`src/source/cpuAluPkg.sv`:
```
/* Shared opcode and sequencer state encodings for the execute stage.
   Codes follow the CPU documentation; INCPC is a local addition. */
package cpuAluPkg;

	// one word, width of every register and operand
	localparam int DATA_WIDTH = 32;

	// 5-bit opcodes as documented, unlisted codes are treated as unknown
	typedef enum logic [4:0] {
		ADD   = 5'b00011,
		SUB   = 5'b00100,
		SHR   = 5'b00101,
		SHRA  = 5'b00110,
		SHL   = 5'b00111,
		ROR   = 5'b01000,
		ROL   = 5'b01001,
		AND   = 5'b01010,
		OR    = 5'b01011,
		MUL   = 5'b01111,
		DIV   = 5'b10000,
		NEG   = 5'b10001,
		NOT   = 5'b10010,
		// pc increment, operand b plus one
		INCPC = 5'b10011
	} aluOpE;

	// execute sequencer states
	typedef enum logic [2:0] {
		IDLE,
		// operands handed to the divider
		OPERAND,
		// alu result goes into z
		EXECUTE,
		// waiting on the iterative divider
		DIVIDE,
		WRITEBACK
	} seqStateE;

endpackage

```
`src/source/nonRestoringDivider.sv`:
```
/* Unsigned non-restoring divide, one step per clock; divDone comes 32 cycles
   after divStart. Divide by zero gives all-ones quotient, remainder = dividend. */
`timescale 1ns/1ps

module nonRestoringDivider (
	input logic clock,
	input logic arstN,
	input logic divStart,
	input logic [cpuAluPkg::DATA_WIDTH-1:0] dividend,
	input logic [cpuAluPkg::DATA_WIDTH-1:0] divisor,
	output logic divDone,
	output logic [cpuAluPkg::DATA_WIDTH-1:0] quotient,
	output logic [cpuAluPkg::DATA_WIDTH-1:0] remainder
);
	import cpuAluPkg::*;

	localparam int COUNT_BITS = $clog2(DATA_WIDTH);

	// 33-bit partial remainder, sign in the top bit
	logic [DATA_WIDTH:0] partial;
	logic [DATA_WIDTH-1:0] quoReg;
	logic [DATA_WIDTH-1:0] divReg;
	logic [COUNT_BITS-1:0] stepCount;
	logic running;

	logic [DATA_WIDTH:0] pCur;
	logic [DATA_WIDTH-1:0] qCur;
	logic [DATA_WIDTH-1:0] dCur;
	logic [DATA_WIDTH:0] pShift;
	logic [DATA_WIDTH:0] pNext;
	logic [DATA_WIDTH-1:0] qNext;

	// first step runs on the start edge straight from the inputs
	assign pCur = divStart ? '0 : partial;
	assign qCur = divStart ? dividend : quoReg;
	assign dCur = divStart ? divisor : divReg;

	// shift {p, q} left one
	assign pShift = {pCur[DATA_WIDTH-1:0], qCur[DATA_WIDTH-1]};

	// subtract when p is non-negative, add back when negative
	always_comb begin
		if (pCur[DATA_WIDTH]) begin
			pNext = pShift + {1'b0, dCur};
		end else begin
			pNext = pShift - {1'b0, dCur};
		end
	end

	// quotient bit is set when the new remainder is non-negative
	assign qNext = {qCur[DATA_WIDTH-2:0], ~pNext[DATA_WIDTH]};

	always_ff @(posedge clock or negedge arstN) begin
		if (!arstN) begin
			running <= 1'b0;
			stepCount <= '0;
			divDone <= 1'b0;
		end else begin
			divDone <= 1'b0;
			if (divStart) begin
				running <= 1'b1;
				stepCount <= COUNT_BITS'(1);
			end else if (running) begin
				stepCount <= stepCount + 1'b1;
				// all-ones count means this edge does step 32
				if (&stepCount) begin
					running <= 1'b0;
					divDone <= 1'b1;
				end
			end
		end
	end

	always_ff @(posedge clock) begin
		if (divStart || running) begin
			partial <= pNext;
			quoReg <= qNext;
			divReg <= dCur;
		end
	end

	assign quotient = quoReg;

	// final correction, a negative remainder gets the divisor back
	always_comb begin
		if (partial[DATA_WIDTH]) begin
			remainder = partial[DATA_WIDTH-1:0] + divReg;
		end else begin
			remainder = partial[DATA_WIDTH-1:0];
		end
	end

	// a new divide must not cut into one in progress
	assert property (@(posedge clock) disable iff (!arstN) divStart |-> !running)
		else $error("divider restarted while iterating");

endmodule

```
`config.mk`:
```
export PLATFORM = sky130hd
export DESIGN_NAME = nonRestoringDivider
export DESIGN_NICKNAME = d
export VERILOG_FILES = /design/src/source/cpuAluPkg.sv /design/src/source/nonRestoringDivider.sv
export SDC_FILE = /design/constraint.sdc
export NUM_CORES = 1
export LEC_CHECK = 0
export ABC_AREA = 1
export ABC_CLOCK_PERIOD_IN_PS = 4700
export BUFFER_PORTS_ARGS = -buffer_cell sky130_fd_sc_hd__clkbuf_2
export CAP_MARGIN = 15
export CORE_MARGIN = 2
export CORE_UTILIZATION = 35
export CTS_BUF_LIST = sky130_fd_sc_hd__clkbuf_16
export CTS_CLUSTER_DIAMETER = 40
export DETAILED_ROUTE_END_ITERATION = 10
export GPL_ROUTABILITY_DRIVEN = 0
export GPL_TIMING_DRIVEN = 1
export PLACE_DENSITY = 0.49
export SKIP_CTS_REPAIR_TIMING = 1
export SLEW_MARGIN = 20
export SYNTH_ARGS = -nofsm -noshare
export SYNTH_HDL_FRONTEND = slang
export SYNTH_SLANG_ARGS = --single-unit
```
`constraint.sdc`:
```
create_clock -name clock -period 4.7 [get_ports clock]
set_input_delay 0.94 -clock clock [delete_from_list [all_inputs] [get_ports clock]]
set_output_delay 0.94 -clock clock [all_outputs]
set_load 0.1 [all_outputs]
```
==> metrics <==
dominant cell type by area after synthesis edfxtp_1; vias per inst 4.77; Die Y 177 µm; crit path max-delay cell type buf_4; delay-heaviest family, CP simple AND/OR/NAND/NOR gates; Post-DRT Antenna Nets 0; ys async rst share 6.73%; Clock Pin Slew Worst Setup and Hold Paths 80 ps; met2 Use GR 35.3%; post-synth design cell area 10,500 µm²; layout cells sized above 1 11.0%; combinational cell fraction of total power 73.1%; Clock Latency Late Sink 380 ps; ant diodes 0; CP required 4950 ps; drc violations 0; Detailed Place HPWL 29,200 µm; crit path max fanout 36; CP startpoint divStart; TritonRoute pass-1 iters 5; Area contributors post-synth edfxtp_1, nand2_1, inv_1, ha_1, nor2_1; top-count cell post-synth nand2_1; WS Path Type input pin to flip-flop; Final Setup Violations 0; register area share after synthesis 29.3%; Max Cap Viol 0; Syn Area/Cell 6.25 µm²; Max rail drop VDD 701 µV; placed cell area 11,600 µm²; Initial Util 35.5%; crit-path max cell delay 380 ps; layer with the highest usage met2; row count 63; routed wire length per instance 16.0 µm; Final Cell Area 11,900 µm²; first-pass GRT wire length 54,500 µm; root buffer cell clkbuf_16; Die X-Extent 177 µm; Critical Path Most Common Cell nand2_1; Die Area 31,500 µm²; RSZ-0062 raised after global routing false; Netlist cell types 41; relative slew slack 53.6%; crit path capture type flip-flop; status completed; Bufs on Longest Clock Path 2; final hold vios 0; part of the power in registers 18.3%; pin slew with the least headroom to its limit 696 ps; Hold Slack 380 ps; CTS tree done; met1 Usage GRT 32.6%; clk sinks 104; initial antenna violation count 0; syn_nets 1,821; most frequent cells after synthesis nand2_1, inv_1, nor2_1; Hold Path Class input pin to async pin; setup_tns 0 ps; synthesized instance count 1,686; H-tree levels 3; DRT iter0 DRCs 825; I/O pin count 132; total gr overflow 0; met3 usage 2.40%; Fillers 3,317; vias in the first global route 10,000; Net Sw Frac 64.2%; Routed WL 35,200 µm; Core ar. 29,600 µm²; Data arrival, critical path 4330 ps; net switching power 5.79 mW; total CTS buffers 9; crit path time final 4080 ps; period utilization 86.8%; RR Startpoint divReg[1]$_DFFE_PP_; Critical path buffers and inverters 5; Final Max Slew Viols 0; buffers added on ports 131; pin count of the biggest net entering global routing 70; Post-synth EDFFs 97; #FFs+latches synth 104; Yosys warnings 0; top_reg_cell synth edfxtp_1; Design Power 9.01 mW; crit start category input pin; Yosys top cell area share 27.6%; Tot GR Track Use 22.7%; P_int 3.23 mW; worst-case clock skew 14.3 ps; Layout area overhead 13.1%; PD cells 757 nW/µm²; Clock power frac 8.6%; FMAX 245 MHz; routed via count 10,500; leakage 6.56 nW; nets 1,942
[per-stage QoR]
step           setup WS [ps]  utilization (%)  std cells
6_report                 620             40.2       2202
5_1_grt                  217             40.2       2202
4_1_cts                  658             40.2       2202
3_5_place_dp             268             39.2       2186
3_3_place_gp             252             39.2       2186
2_1_floorplan            126                -       1686
[worst paths after layout]
check | cells after the start | end | slack (ps)
max | 25 | partial[32]$_DFFE_PP_ | 620
min | 1 | divDone$_DFF_PN0_ | 380
max reg2reg | 17 | partial[29]$_DFFE_PP_ | 1070
min reg2reg | 1 | stepCount[2]$_DFFE_PN0P_ | 490
max in group asynchronous | 1 | stepCount[4]$_DFFE_PN0P_ | 4160
min in group clock | 1 | stepCount[2]$_DFFE_PN0P_ | 490
[flip-flops by register name, indices dropped and copies added (netlist names)]
name       flops
partial       33
quotient      32
divDone        1
running        1
divReg        32
stepCount      5
[power by group through the flow]
stage,clock (mW),sequential (mW),combinational [mW]
after floorplan,0,1.68,5.05
after detailed placement,0,1.65,6.57
final,0.778,1.65,6.59
after CTS,0.800,1.63,6.59
after global placement,0,1.65,6.55
after global routing,0.830,1.66,7.17
[layer usage]
metal  part of all wire [%]  up-vias  wire length, µm
met5                      0        -                0
met4                    2.8        0              999
met3                    3.5       50             1230
met2                     44      219            15600
met1                     49     4721            17400
li1                       -     5515                -
[cell families after synthesis]
family | share of synthesized area [%]
flip-flops | 29.3
AND/OR/NAND/NOR | 39.8
adder cells (fa/ha/maj) | 8.22
buffers and inverters | 10.6
AO/OA/AOI/OAI | 7.60
XOR/XNOR | 4.49
[cells in the final DEF (no fill, tap or decap), types with 6 or more instances in the layout]
cell | synthesis | routed
clkbuf_2 | 0 | 130
edfxtp_1 | 97 | 97
o21bai_1 | 8 | 8
nand3_1 | 86 | 86
a21oi_1 | 66 | 66
nor2_1 | 170 | 170
inv_2 | 6 | 6
xnor2_1 | 16 | 16
inv_1 | 242 | 243
nand2_2 | 11 | 11
nand4_1 | 7 | 7
nor2_2 | 9 | 9
dfrtp_1 | 7 | 7
buf_4 | 2 | 8
nand2_1 | 703 | 702
ha_1 | 66 | 66
o21ai_1 | 6 | 6
nand2_4 | 5 | 6
nor3_1 | 17 | 17
o21ai_0 | 54 | 54
clkbuf_16 | 0 | 9
nand3b_1 | 7 | 7
xor2_1 | 38 | 38
[final cells by class]
cell class / instances / area [µm²] / share of cell area (%)
multi-input cells: 1301 / 6340 / 53.2
clock inverters: 7 / 61.3 / 0.515
clock buffers: 9 / 225 / 1.89
repair buffers: 141 / 771 / 6.47
flip-flops and latches: 104 / 3090 / 25.9
inverters: 250 / 938 / 7.88
well taps: 390 / 488 / 4.10
No activity file was read; power rests on OpenSTA's default activity.
