===== src/source/cpuAluPkg.sv =====
/* Shared opcode and sequencer state encodings for the execute stage.
   Codes follow the CPU documentation; INCPC is a local addition. */
package cpuAluPkg;

	// one word, width of every register and operand
	localparam int DATA_WIDTH = 32;

	// 5-bit opcodes as documented, unlisted codes are treated as unknown
	typedef enum logic [4:0] {
		ADD   = 5'b00011,
		SUB   = 5'b00100,
		SHR   = 5'b00101,
		SHRA  = 5'b00110,
		SHL   = 5'b00111,
		ROR   = 5'b01000,
		ROL   = 5'b01001,
		AND   = 5'b01010,
		OR    = 5'b01011,
		MUL   = 5'b01111,
		DIV   = 5'b10000,
		NEG   = 5'b10001,
		NOT   = 5'b10010,
		// pc increment, operand b plus one
		INCPC = 5'b10011
	} aluOpE;

	// execute sequencer states
	typedef enum logic [2:0] {
		IDLE,
		// operands handed to the divider
		OPERAND,
		// alu result goes into z
		EXECUTE,
		// waiting on the iterative divider
		DIVIDE,
		WRITEBACK
	} seqStateE;

endpackage


===== src/source/executeSequencer.sv =====
/* One instruction at a time: 3 cycles start to done, 35 for DIV.
   A start while busy is dropped; unknown opcodes write nothing. */
`timescale 1ns/1ps

module executeSequencer #(
	parameter int NUM_REGS = 16
) (
	input logic clock,
	input logic arstN,
	input logic start,
	input cpuAluPkg::aluOpE opcode,
	input logic [$clog2(NUM_REGS)-1:0] srcA,
	input logic [$clog2(NUM_REGS)-1:0] srcB,
	input logic [$clog2(NUM_REGS)-1:0] dest,
	output logic busy,
	output logic done,
	output logic [$clog2(NUM_REGS)-1:0] rdAddrA,
	output logic [$clog2(NUM_REGS)-1:0] rdAddrB,
	input logic [cpuAluPkg::DATA_WIDTH-1:0] rdDataA,
	input logic [cpuAluPkg::DATA_WIDTH-1:0] rdDataB,
	output cpuAluPkg::aluOpE aluOp,
	output logic [cpuAluPkg::DATA_WIDTH-1:0] yA,
	output logic [cpuAluPkg::DATA_WIDTH-1:0] yB,
	input logic [cpuAluPkg::DATA_WIDTH-1:0] resultHigh,
	input logic [cpuAluPkg::DATA_WIDTH-1:0] resultLow,
	output logic divStart,
	output logic [cpuAluPkg::DATA_WIDTH-1:0] dividend,
	output logic [cpuAluPkg::DATA_WIDTH-1:0] divisor,
	input logic divDone,
	input logic [cpuAluPkg::DATA_WIDTH-1:0] quotient,
	input logic [cpuAluPkg::DATA_WIDTH-1:0] remainder,
	output logic wbEn,
	output logic [$clog2(NUM_REGS)-1:0] wbAddr,
	output logic [cpuAluPkg::DATA_WIDTH-1:0] wbData,
	output logic hiLoEn,
	output logic [cpuAluPkg::DATA_WIDTH-1:0] hiData,
	output logic [cpuAluPkg::DATA_WIDTH-1:0] loData
);
	import cpuAluPkg::*;

	localparam int ADDR_W = $clog2(NUM_REGS);

	seqStateE state;
	aluOpE opReg;
	logic [ADDR_W-1:0] destReg;
	// z register, high and low halves
	logic [DATA_WIDTH-1:0] zHigh;
	logic [DATA_WIDTH-1:0] zLow;
	logic knownOp;
	logic toHiLo;

	// operands are read while idle so Y is loaded on the start edge
	assign rdAddrA = srcA;
	assign rdAddrB = srcB;

	always_ff @(posedge clock or negedge arstN) begin
		if (!arstN) begin
			state <= IDLE;
			done <= 1'b0;
		end else begin
			done <= (state == WRITEBACK);
			case (state)
				IDLE: begin
					if (start) begin
						state <= (opcode == DIV) ? OPERAND : EXECUTE;
					end
				end
				// divStart pulses here for exactly one cycle
				OPERAND: state <= DIVIDE;
				EXECUTE: state <= WRITEBACK;
				DIVIDE: begin
					if (divDone) begin
						state <= WRITEBACK;
					end
				end
				WRITEBACK: state <= IDLE;
				default: state <= IDLE;
			endcase
		end
	end

	// instruction latch, Y and Z
	always_ff @(posedge clock) begin
		if (state == IDLE && start) begin
			opReg <= opcode;
			destReg <= dest;
			yA <= rdDataA;
			yB <= rdDataB;
		end
		if (state == EXECUTE) begin
			zHigh <= resultHigh;
			zLow <= resultLow;
		end else if (state == DIVIDE && divDone) begin
			// remainder in z high, quotient in z low
			zHigh <= remainder;
			zLow <= quotient;
		end
	end

	assign busy = (state != IDLE);
	assign aluOp = opReg;

	assign divStart = (state == OPERAND);
	assign dividend = yA;
	assign divisor = yB;

	// which writeback applies
	assign toHiLo = (opReg == MUL) || (opReg == DIV);
	assign knownOp = opReg inside {ADD, SUB, SHR, SHRA, SHL, ROR, ROL, AND, OR,
		MUL, DIV, NEG, NOT, INCPC};

	assign wbEn = (state == WRITEBACK) && knownOp && !toHiLo;
	assign wbAddr = destReg;
	assign wbData = zLow;
	assign hiLoEn = (state == WRITEBACK) && toHiLo;
	assign hiData = zHigh;
	assign loData = zLow;

	assert property (@(posedge clock) disable iff (!arstN) done |=> !done)
		else $error("done held longer than one cycle");

	// the extra start is dropped, this only reports it
	assert property (@(posedge clock) disable iff (!arstN) start |-> !busy)
		else $warning("start while busy ignored");

endmodule


===== config.mk =====
export PLATFORM = sky130hd
export DESIGN_NAME = executeSequencer
export DESIGN_NICKNAME = d
export VERILOG_FILES = /design/src/source/cpuAluPkg.sv /design/src/source/executeSequencer.sv
export SDC_FILE = /design/constraint.sdc
export NUM_CORES = 1
export LEC_CHECK = 0
export BUFFER_PORTS_ARGS = -buffer_cell sky130_fd_sc_hd__buf_4
export CELL_PAD_IN_SITES_DETAIL_PLACEMENT = 1
export CELL_PAD_IN_SITES_GLOBAL_PLACEMENT = 1
export CORE_AREA = 4 4 175 177
export CTS_CLUSTER_DIAMETER = 120
export DETAILED_ROUTE_END_ITERATION = 8
export DIE_AREA = 0 0 179 181
export HOLD_SLACK_MARGIN = 0.15
export PLACE_DENSITY = 0.68
export RECOVER_POWER = 25
export SLEW_MARGIN = 20
export SYNTH_ARGS = -nofsm -noshare
export SYNTH_HDL_FRONTEND = slang
export SYNTH_SLANG_ARGS = --single-unit

===== constraint.sdc =====
create_clock -name clock -period 5.6 [get_ports clock]
set_clock_uncertainty 0.15 [all_clocks]
set_input_delay 0.28 -clock clock [delete_from_list [all_inputs] [get_ports clock]]
set_output_delay 0.28 -clock clock [all_outputs]
set_load 0.01 [all_outputs]

==> results_dict.tcl, run 1 <==
set metrics [dict create \
    status "finished clean" \
    yosysUniqueCellTypes 23 \
    cap_violations 0 \
    yosys_warnings 0 \
    synthArstFlopShare 0.0284 \
    synth_edf_count 137 \
    grt_overflow 0 \
    crit_fanout 39 \
    worst_pin_slew_ps 935 \
    synth_cells 343 \
    period_minus_slack_ps 3300 \
    start_util 0.213 \
    syn_area_per_cell_sq_um 18.2 \
    p_int_w 0.00338 \
    synth.top_cell.area_share 0.659 \
    finalMaxSlewViolations 0 \
    final-instance-count-excl-fill 1303 \
    clock_latency_ps 410 \
    max_slew_margin 0.377 \
    cts.clk_slew.worst_paths_ps 60 \
    ant_nets 0 \
    cpPeakStageDelay_ps 700 \
    setup_slack_ps 2300 \
    hold_path.class "in -> reg" \
    vias 5025 \
    die-area_sq_um 32400 \
    fp.dieW_um 179 \
    hpwl_um 17100 \
    antenna_found_initial 0 \
    grt_max_degree 74 \
    numCtsBuffers 17 \
    drive_gt1_frac 0.543 \
    synth_most_common_cell "edfxtp_1" \
    p_sw_frac 0.326 \
    via_per_inst 3.86 \
    fmax_ghz 0.303 \
    grt_pass1_vias 5723 \
    gp_congestion 0.759 \
    pwr-share-seq 0.366 \
    arrival_ps 3300 \
    pwr-share-clk 0.214 \
    cp_cell_sequence "nand2b_4, nor2_8, buf_4, mux2_2, dlygate4sd3_1" \
    p_sw_w 0.00164 \
    finalSetupTns_ps 0 \
    p_leak_nw 4.92 \
    power_w 0.00502 \
    place_ws_ps 2840 \
    yosysTopAreaCell "edfxtp_1" \
    drc 0 \
    io_pins 459 \
    dp.cells 1068 \
    final_core_util 0.396 \
    syn_nets 556 \
    synth_top_cells_by_count "edfxtp_1, buf_4, mux2_4, buf_12" \
    cts.sinks 141 \
    drt-pass1-iter-count 4 \
    postCtsSetupBuffers 0 \
    globalRouteTotalUtil 0.147 \
    core_area_sq_um 29200 \
    cp-start-kind "register" \
    htreeDepth 4 \
    cts_root_buf "clkbuf_16" \
    syn_area_sq_um 6240 \
    num_rows 63 \
    wl_um 24800 \
    clk_path_buf_depth 2 \
    die_y_um 181 \
    cp-end-kind "register" \
    antenna_cells 0 \
    cts_tree "built" \
    rsz0062_at_grt "no" \
    cellPowerDensity_nw_per_um2 433 \
    critical-path-slowest-cell "nor2_8" \
    synth-main-ff-cell "edfxtp_1" \
    ys_seq_elements 141 \
    hold_violations 0 \
    syn_to_final_growth_pct 85.8 \
    synthTopCellsByArea "edfxtp_1, mux2_4, buf_4" \
    port_buffers 442 \
    ir_worst_vdd_mv 0.183 \
    wire_per_inst_um 19.0 \
    cts_resized 0 \
    finalCritPeriodShare 0.589 \
    worstSetupPathType "reg -> reg" \
    final_nets 1114 \
    drt_iter0_markers 166 \
    pwr-share-comb 0.420 \
    crit_required_ps 5610 \
    synth-seq-area-share 0.675 \
    grt_pass1_wl_um 35500 \
    setup_viol 0 \
]
==> through the flow <==
step / hold WS [ps] / area, sq um
3_3_place_gp: -71.0 / 9190
4_1_cts: 163 / 11800
3_5_place_dp: -68.0 / 9190
2_1_floorplan: -166 / 6240
6_report: 184 / 11600
5_1_grt: 198 / 11600
==> cell families (layout without fill, tap and decap cells) <==
| logic type | after synthesis | after routing | synth area share |
|---|---|---|---|
| flip-flops | 141 | 141 | 0.675 |
| multiplexers | 64 | 64 | 0.152 |
| AO/OA/AOI/OAI | 10 | 10 | 0.00943 |
| AND/OR/NAND/NOR | 15 | 15 | 0.0172 |
| buffers and inverters | 113 | 683 | 0.146 |
==> routing by layer <==
layer	wire length [um]	GRT usage	up-vias
met4	351	0.0362	0
li1	-	-	2273
met1	8890	0.153	2433
met5	0	0	-
met2	13000	0.273	304
met3	2550	0.0578	15
==> power groups by stage <==
stage	combinational (W)	sequential, W	clock, W
2_1_floorplan	0.00106	0.00197	0
3_5_place_dp	0.00191	0.00185	0
6_report	0.00211	0.00184	0.00107
5_1_grt	0.00225	0.00188	0.00116
4_1_cts	0.00220	0.00184	0.00112
3_3_place_gp	0.00188	0.00185	0
==> worst paths after layout <==
path	startpoint	endpoint	cells after the start	slack (ps)
max	state[2]$_DFFE_PN0P_	hiData[0]$_DFFE_PP_	5	2300
min	start	state[0]$_DFFE_PN0P_	4	180
max reg2reg	state[2]$_DFFE_PN0P_	hiData[0]$_DFFE_PP_	5	2300
min reg2reg	state[2]$_DFFE_PN0P_	done$_DFF_PN0_	2	480
max in group asynchronous	arstN	state[0]$_DFFE_PN0P_	3	4430
min in group asynchronous	arstN	state[2]$_DFFE_PN0P_	3	680
==> critical path: cells and delay by family (launching register included) <==
kind	cells	cell delay, ps
buffers and inverters	2	1130
AND/OR/NAND/NOR	2	890
flip-flops	1	410
multiplexers	1	390
==> cell type report <==
type | instances | area [sq um]
Inverter | 3 | 11.3
Tap cell | 390 | 488
Fill cell | 3067 | 17700
Clock inverter | 13 | 118
Clock buffer | 18 | 429
Multi-Input combinational cell | 89 | 1130
Timing Repair Buffer | 649 | 5200
Sequential cell | 141 | 4210
==> flip-flops by register name, indices dropped and copies added (netlist names) <==
name      flops
divisor      32
dividend     32
hiData       32
done          1
aluOp         5
loData       32
state         3
wbAddr        4
==> repair_timing <==
item	4_1_cts	5_1_grt
hold buffers	204	0
endpoints found under the setup margin	0	0
endpoints found under the hold margin	144	0
==> layout by cell type, fill, tap and decap left out, types with 4 or more instances in the layout <==
| cell type | synthesis | layout |
|---|---|---|
| o21ai_0 | 4 | 4 |
| clkbuf_16 | 0 | 17 |
| mux2_4 | 60 | 60 |
| edfxtp_1 | 137 | 137 |
| buf_4 | 104 | 325 |
| dlygate4sd3_1 | 0 | 204 |
| mux2_2 | 4 | 4 |
| dfrtp_1 | 4 | 4 |
| clkbuf_4 | 0 | 71 |
| clkbuf_1 | 0 | 50 |
| clkinvlp_4 | 0 | 5 |
Note: power is estimated with default switching activity, not from simulation.
==> inputs of run 2 (changes only) <==
- CORE_AREA: 4 4 175 177 -> 4 4 179 181
- DIE_AREA: 0 0 179 181 -> 0 0 183 185
- clock period: 5.6 -> 3 ns (I/O delays scaled with it)
==> run 2 against run 1 <==
Via count rose by 0.88%. Non-clock buffer count is 9 higher. Global-route usage up 0.24 points. Critical path depth is the same. Flip-flop and latch count did not move. Combinational power up 94%. First-iteration DRC count shrank 13%.
==> results_dict.tcl, run 2 (synthesis results as in run 1) <==
set metrics [dict create \
    status "finished clean" \
    ant_nets 0 \
    crit_required_ps 3020 \
    grt_pass1_wl_um 36900 \
    fin_hold_ws_ps 150 \
    grt_max_degree 58 \
    clk_path_buf_depth 2 \
    fmax_ghz 0.357 \
    multi_input_area_sq_um 1130 \
    mostFrequentLayoutCells "buf_4, dlygate4sd3_1, edfxtp_1, clkbuf_4, mux2_4" \
    setup_slack_ps 197 \
    htreeDepth 4 \
    io_pins 459 \
    gp_congestion 0.763 \
    grt_pass1_vias 5700 \
    antenna_found_initial 0 \
    drt-pass1-iter-count 4 \
    finalMaxSlewViolations 0 \
    grt_overflow 0 \
    arrival_ps 2830 \
    globalRouteTotalUtil 0.149 \
    cp-start-kind "register" \
    fp.dieW_um 183 \
    cap_violations 0 \
    cp-end-kind "register" \
    final_common_cell "buf_4" \
    hpwl_um 18900 \
    hold_start "srcA[0]" \
    wl_um 26500 \
    ir_worst_vdd_mv 0.418 \
    postCtsSetupBuffers 0 \
    p_leak_nw 4.99 \
    wire_per_inst_um 20.1 \
    drc 0 \
    hold_depth 0 \
    worstSetupPathType "reg -> reg" \
    holdPathEnd "rdAddrA[0]" \
    power_w 0.00977 \
    reg2reg_to "hiData[23]$_DFFE_PP_" \
    setup_viol 0 \
    place_ws_ps 609 \
    port_buffers 442 \
    rrSetupSlack_ps 200 \
    cts.sinks 141 \
    reg2reg_from "state[2]$_DFFE_PN0P_" \
    dp.cells 1081 \
    crit_fanout 21 \
    rsz0062_at_grt "no" \
    numCtsBuffers 17 \
    final_nets 1123 \
    core_area_sq_um 30400 \
    die_y_um 185 \
    final-instance-count-excl-fill 1319 \
    finalSetupTns_ps 0 \
    period_minus_slack_ps 2800 \
    cts_resized 0 \
    hold_violations 0 \
    finalCritPeriodShare 0.934 \
    syn_to_final_growth_pct 88.5 \
    fillers 3219 \
    r2r_cells 5 \
    hold_buffers 206 \
    cts_root_buf "clkbuf_16" \
    num_rows 64 \
    via_per_inst 3.84 \
    drt_iter0_markers 144 \
    start_util 0.205 \
    clock_latency_ps 420 \
    vias 5069 \
    worst_pin_slew_ps 585 \
    max_slew_margin 0.609 \
    antenna_cells 0 \
    cellPowerDensity_nw_per_um2 831 \
    die-area_sq_um 33900 \
    cts_tree "built" \
    drive_gt1_frac 0.543 \
    cts.clk_slew.worst_paths_ps 70 \
    regArea_sq_um 4210 \
    hold_path.class "in -> out" \
]
==> run 2: worst max-delay path, cell delays in order (launching register included) <==
cell	delay (ps)
dfrtp_1	420
nand2b_4	200
nor2_8	420
buf_4	410
mux2_4	340
dlygate4sd3_1	580
==> run 2: worst max path at each step <==
stage / start / endpoint / slack (ps) / cells past startpoint
finish: state[2]$_DFFE_PN0P_ / hiData[23]$_DFFE_PP_ / 200 / 5
global route: state[2]$_DFFE_PN0P_ / hiData[23]$_DFFE_PP_ / 90 / 5
CTS: state[2]$_DFFE_PN0P_ / hiData[16]$_DFFE_PP_ / 200 / 5
detailed placement: state[0]$_DFFE_PN0P_ / dividend[7]$_DFFE_PP_ / 610 / 3
global placement: state[0]$_DFFE_PN0P_ / divisor[6]$_DFFE_PP_ / 700 / 3
floorplan: state[0]$_DFFE_PN0P_ / hiData[0]$_DFFE_PP_ / 20 / 1
==> run 2: layout make-up <==
type / instances / area share
clock inverter: 15 / 0.0159
tap: 396 / 0.0421
inverter: 3 / 0.000958
multi-input combinational: 89 / 0.0962
timing repair buffer: 658 / 0.450
clock buffer: 17 / 0.0362
sequential: 141 / 0.358
==> run 2: metrics by stage <==
stage,util,cell area (sq um)
after detailed placement,0.305,9280
after global routing,0.386,11800
after global placement,0.305,9280
final,0.386,11800
after floorplan,-,6250
after CTS,0.393,12000
==> run 2: where the power goes <==
part           switching, W  internal, W
Clock              0.000886      0.00132
Combinational       0.00186      0.00223
Sequential         0.000439      0.00303
Total               0.00319      0.00658
==> run 2: metal layers <==
metal | vias up | global-route usage | part of all wire
met5 | - | 0 | 0
met4 | 0 | 0.0533 | 0.019
met3 | 18 | 0.0548 | 0.088
met2 | 295 | 0.270 | 0.53
met1 | 2463 | 0.160 | 0.37
li1 | 2293 | - | -
==> inputs of run 3 (changes only) <==
--- a/config.mk
+++ b/config.mk
@@ -16,4 +16,5 @@
 export PLACE_DENSITY = 0.68
 export RECOVER_POWER = 25
+export REMOVE_ABC_BUFFERS = 1
 export SLEW_MARGIN = 20
 export SYNTH_ARGS = -nofsm -noshare
--- a/constraint.sdc
+++ b/constraint.sdc
@@ -3,3 +3,3 @@
 set_input_delay 0.15 -clock clock [delete_from_list [all_inputs] [get_ports clock]]
 set_output_delay 0.15 -clock clock [all_outputs]
-set_load 0.01 [all_outputs]
+set_load 0.1 [all_outputs]
==> run 3 against run 2 <==
Critical path depth stayed put. Global-route usage about the same. Register-to-register slack improved by 140 ps. Clock-buffer cell count is 1 higher. Worst setup slack better by 140 ps. Sequential share of layout area shrank 0.36 points. Critical endpoint is now loData[31]$_DFFE_PP_. Largest cell class unchanged.
==> results_dict.tcl, run 3 (synthesis results as in run 1) <==
set metrics [dict create \
    path_buf_inv 2 \
    critical-path-slowest-cell "dlygate4sd3_1" \
    die_y_um 185 \
    port_buffers 442 \
    grt_pass1_vias 5873 \
    max_slew_margin 0.143 \
    die-area_sq_um 33900 \
    setup_viol 0 \
    cpPeakStageDelay_ps 570 \
    num_rows 64 \
    wl_met1_um 9560 \
    core_area_sq_um 30400 \
    hold_path.class "in -> out" \
    globalRouteTotalUtil 0.149 \
    rsz0062_at_grt "no" \
    drt-pass1-iter-count 4 \
    vias 5115 \
    drive_gt1_frac 0.548 \
    fmax_ghz 0.375 \
    r2r_cells 5 \
    cts.clk_slew.worst_paths_ps 60 \
    htreeDepth 4 \
    status "finished clean" \
    finalMaxSlewViolations 0 \
    worst_pin_slew_ps 1290 \
    cts_root_buf "clkbuf_16" \
    grt_max_degree 64 \
    place_area_sq_um 9350 \
    final_common_cell "buf_4" \
    hold_buffers 206 \
    rrSetupSlack_ps 340 \
    cts_resized 0 \
    hold_depth 0 \
    finalCritPeriodShare 0.888 \
    io_pins 459 \
    clock_latency_ps 410 \
    fp.dieW_um 183 \
    numCtsBuffers 17 \
    cp-end-kind "register" \
    antenna_found_initial 0 \
    hpwl_um 19000 \
    arrival_ps 2670 \
    cap_violations 0 \
    wire_per_inst_um 19.9 \
    crit_required_ps 3010 \
    cp-start-kind "register" \
    hold_violations 0 \
    postCtsSetupBuffers 0 \
    cts.sinks 141 \
    wl_met2_um 14200 \
    wl_um 26400 \
    grt_pass1_wl_um 37500 \
    syn_to_final_growth_pct 90.4 \
    crit_family "buffers and inverters" \
    via_per_inst 3.86 \
    gp_congestion 0.736 \
    ant_nets 0 \
    drc 0 \
    clk_path_buf_depth 2 \
    cp_cell_sequence "nand2b_4, nor2_8, buf_12, mux2_2, dlygate4sd3_1" \
    crit_fanout 25 \
    start_util 0.205 \
    cts_tree "built" \
    worstSetupPathType "reg -> reg" \
    final_area_sq_um 11900 \
    period_minus_slack_ps 2660 \
    mostFrequentLayoutCells "buf_4, dlygate4sd3_1, edfxtp_1, clkbuf_4, mux2_4" \
    final_core_util 0.390 \
    cp_num_cells 5 \
    routed.top_layer "met4" \
    final_nets 1130 \
    grt_overflow 0 \
    fillers 3220 \
    wl_met3_um 2410 \
    drt_iter0_markers 151 \
]
-- run 3: changes by cell type in the layout (fill, tap and decap cells not counted), sizes merged, moves of 3 or more --
cell      delta
clkinvlp     -3
buf          +7
bufinv       +3
inv          -4
-- run 3: worst register-to-register path, stage by stage (launching register included) --
cell           delay, ps
dfrtp_1              410
nand2b_4             200
nor2_8               480
buf_12               270
mux2_2               330
dlygate4sd3_1        570
-- run 3: routing by layer --
metal / GRT usage / vias up
li1: - / 2304
met1: 0.158 / 2491
met2: 0.283 / 305
met3: 0.0524 / 15
met4: 0.0325 / 0
met5: 0 / -
-- run 3: worst paths after layout --
check,start,endpoint
worst max register to register,state[2]$_DFFE_PN0P_,loData[31]$_DFFE_PP_
worst min-delay path,srcA[0],rdAddrA[0]
max in group asynchronous,arstN,state[1]$_DFFE_PN0P_
min in group asynchronous,arstN,state[0]$_DFFE_PN0P_
worst min register to register,state[2]$_DFFE_PN0P_,done$_DFF_PN0_
worst max-delay path,state[2]$_DFFE_PN0P_,loData[31]$_DFFE_PP_
-- run 3: final cells by class --
cell class,count,area [sq um],share of cell area
Sequential cell,141,4210,0.355
Clock buffer,18,429,0.0361
Multi-Input combinational cell,89,1130,0.0952
Clock inverter,12,220,0.0185
Tap cell,396,495,0.0417
Antenna cell,1,2.50,0.000211
Inverter,3,11.3,0.000948
Timing Repair Buffer,665,5370,0.452
-- run 3: through the flow --
step	hold slack (ps)	cells	setup TNS, ps	setup slack, ps
finish	151	1325	0	335
global route	151	1324	0	225
CTS	151	1324	0	337
detailed placement	-196	1088	0	898
global placement	-198	1088	0	935
floorplan	-296	233	-237430	-2050
Power of run 3 is left out: the tool's default activity adds up to more than one toggle a clock period on the data nets, which glitch-free logic cannot reach.
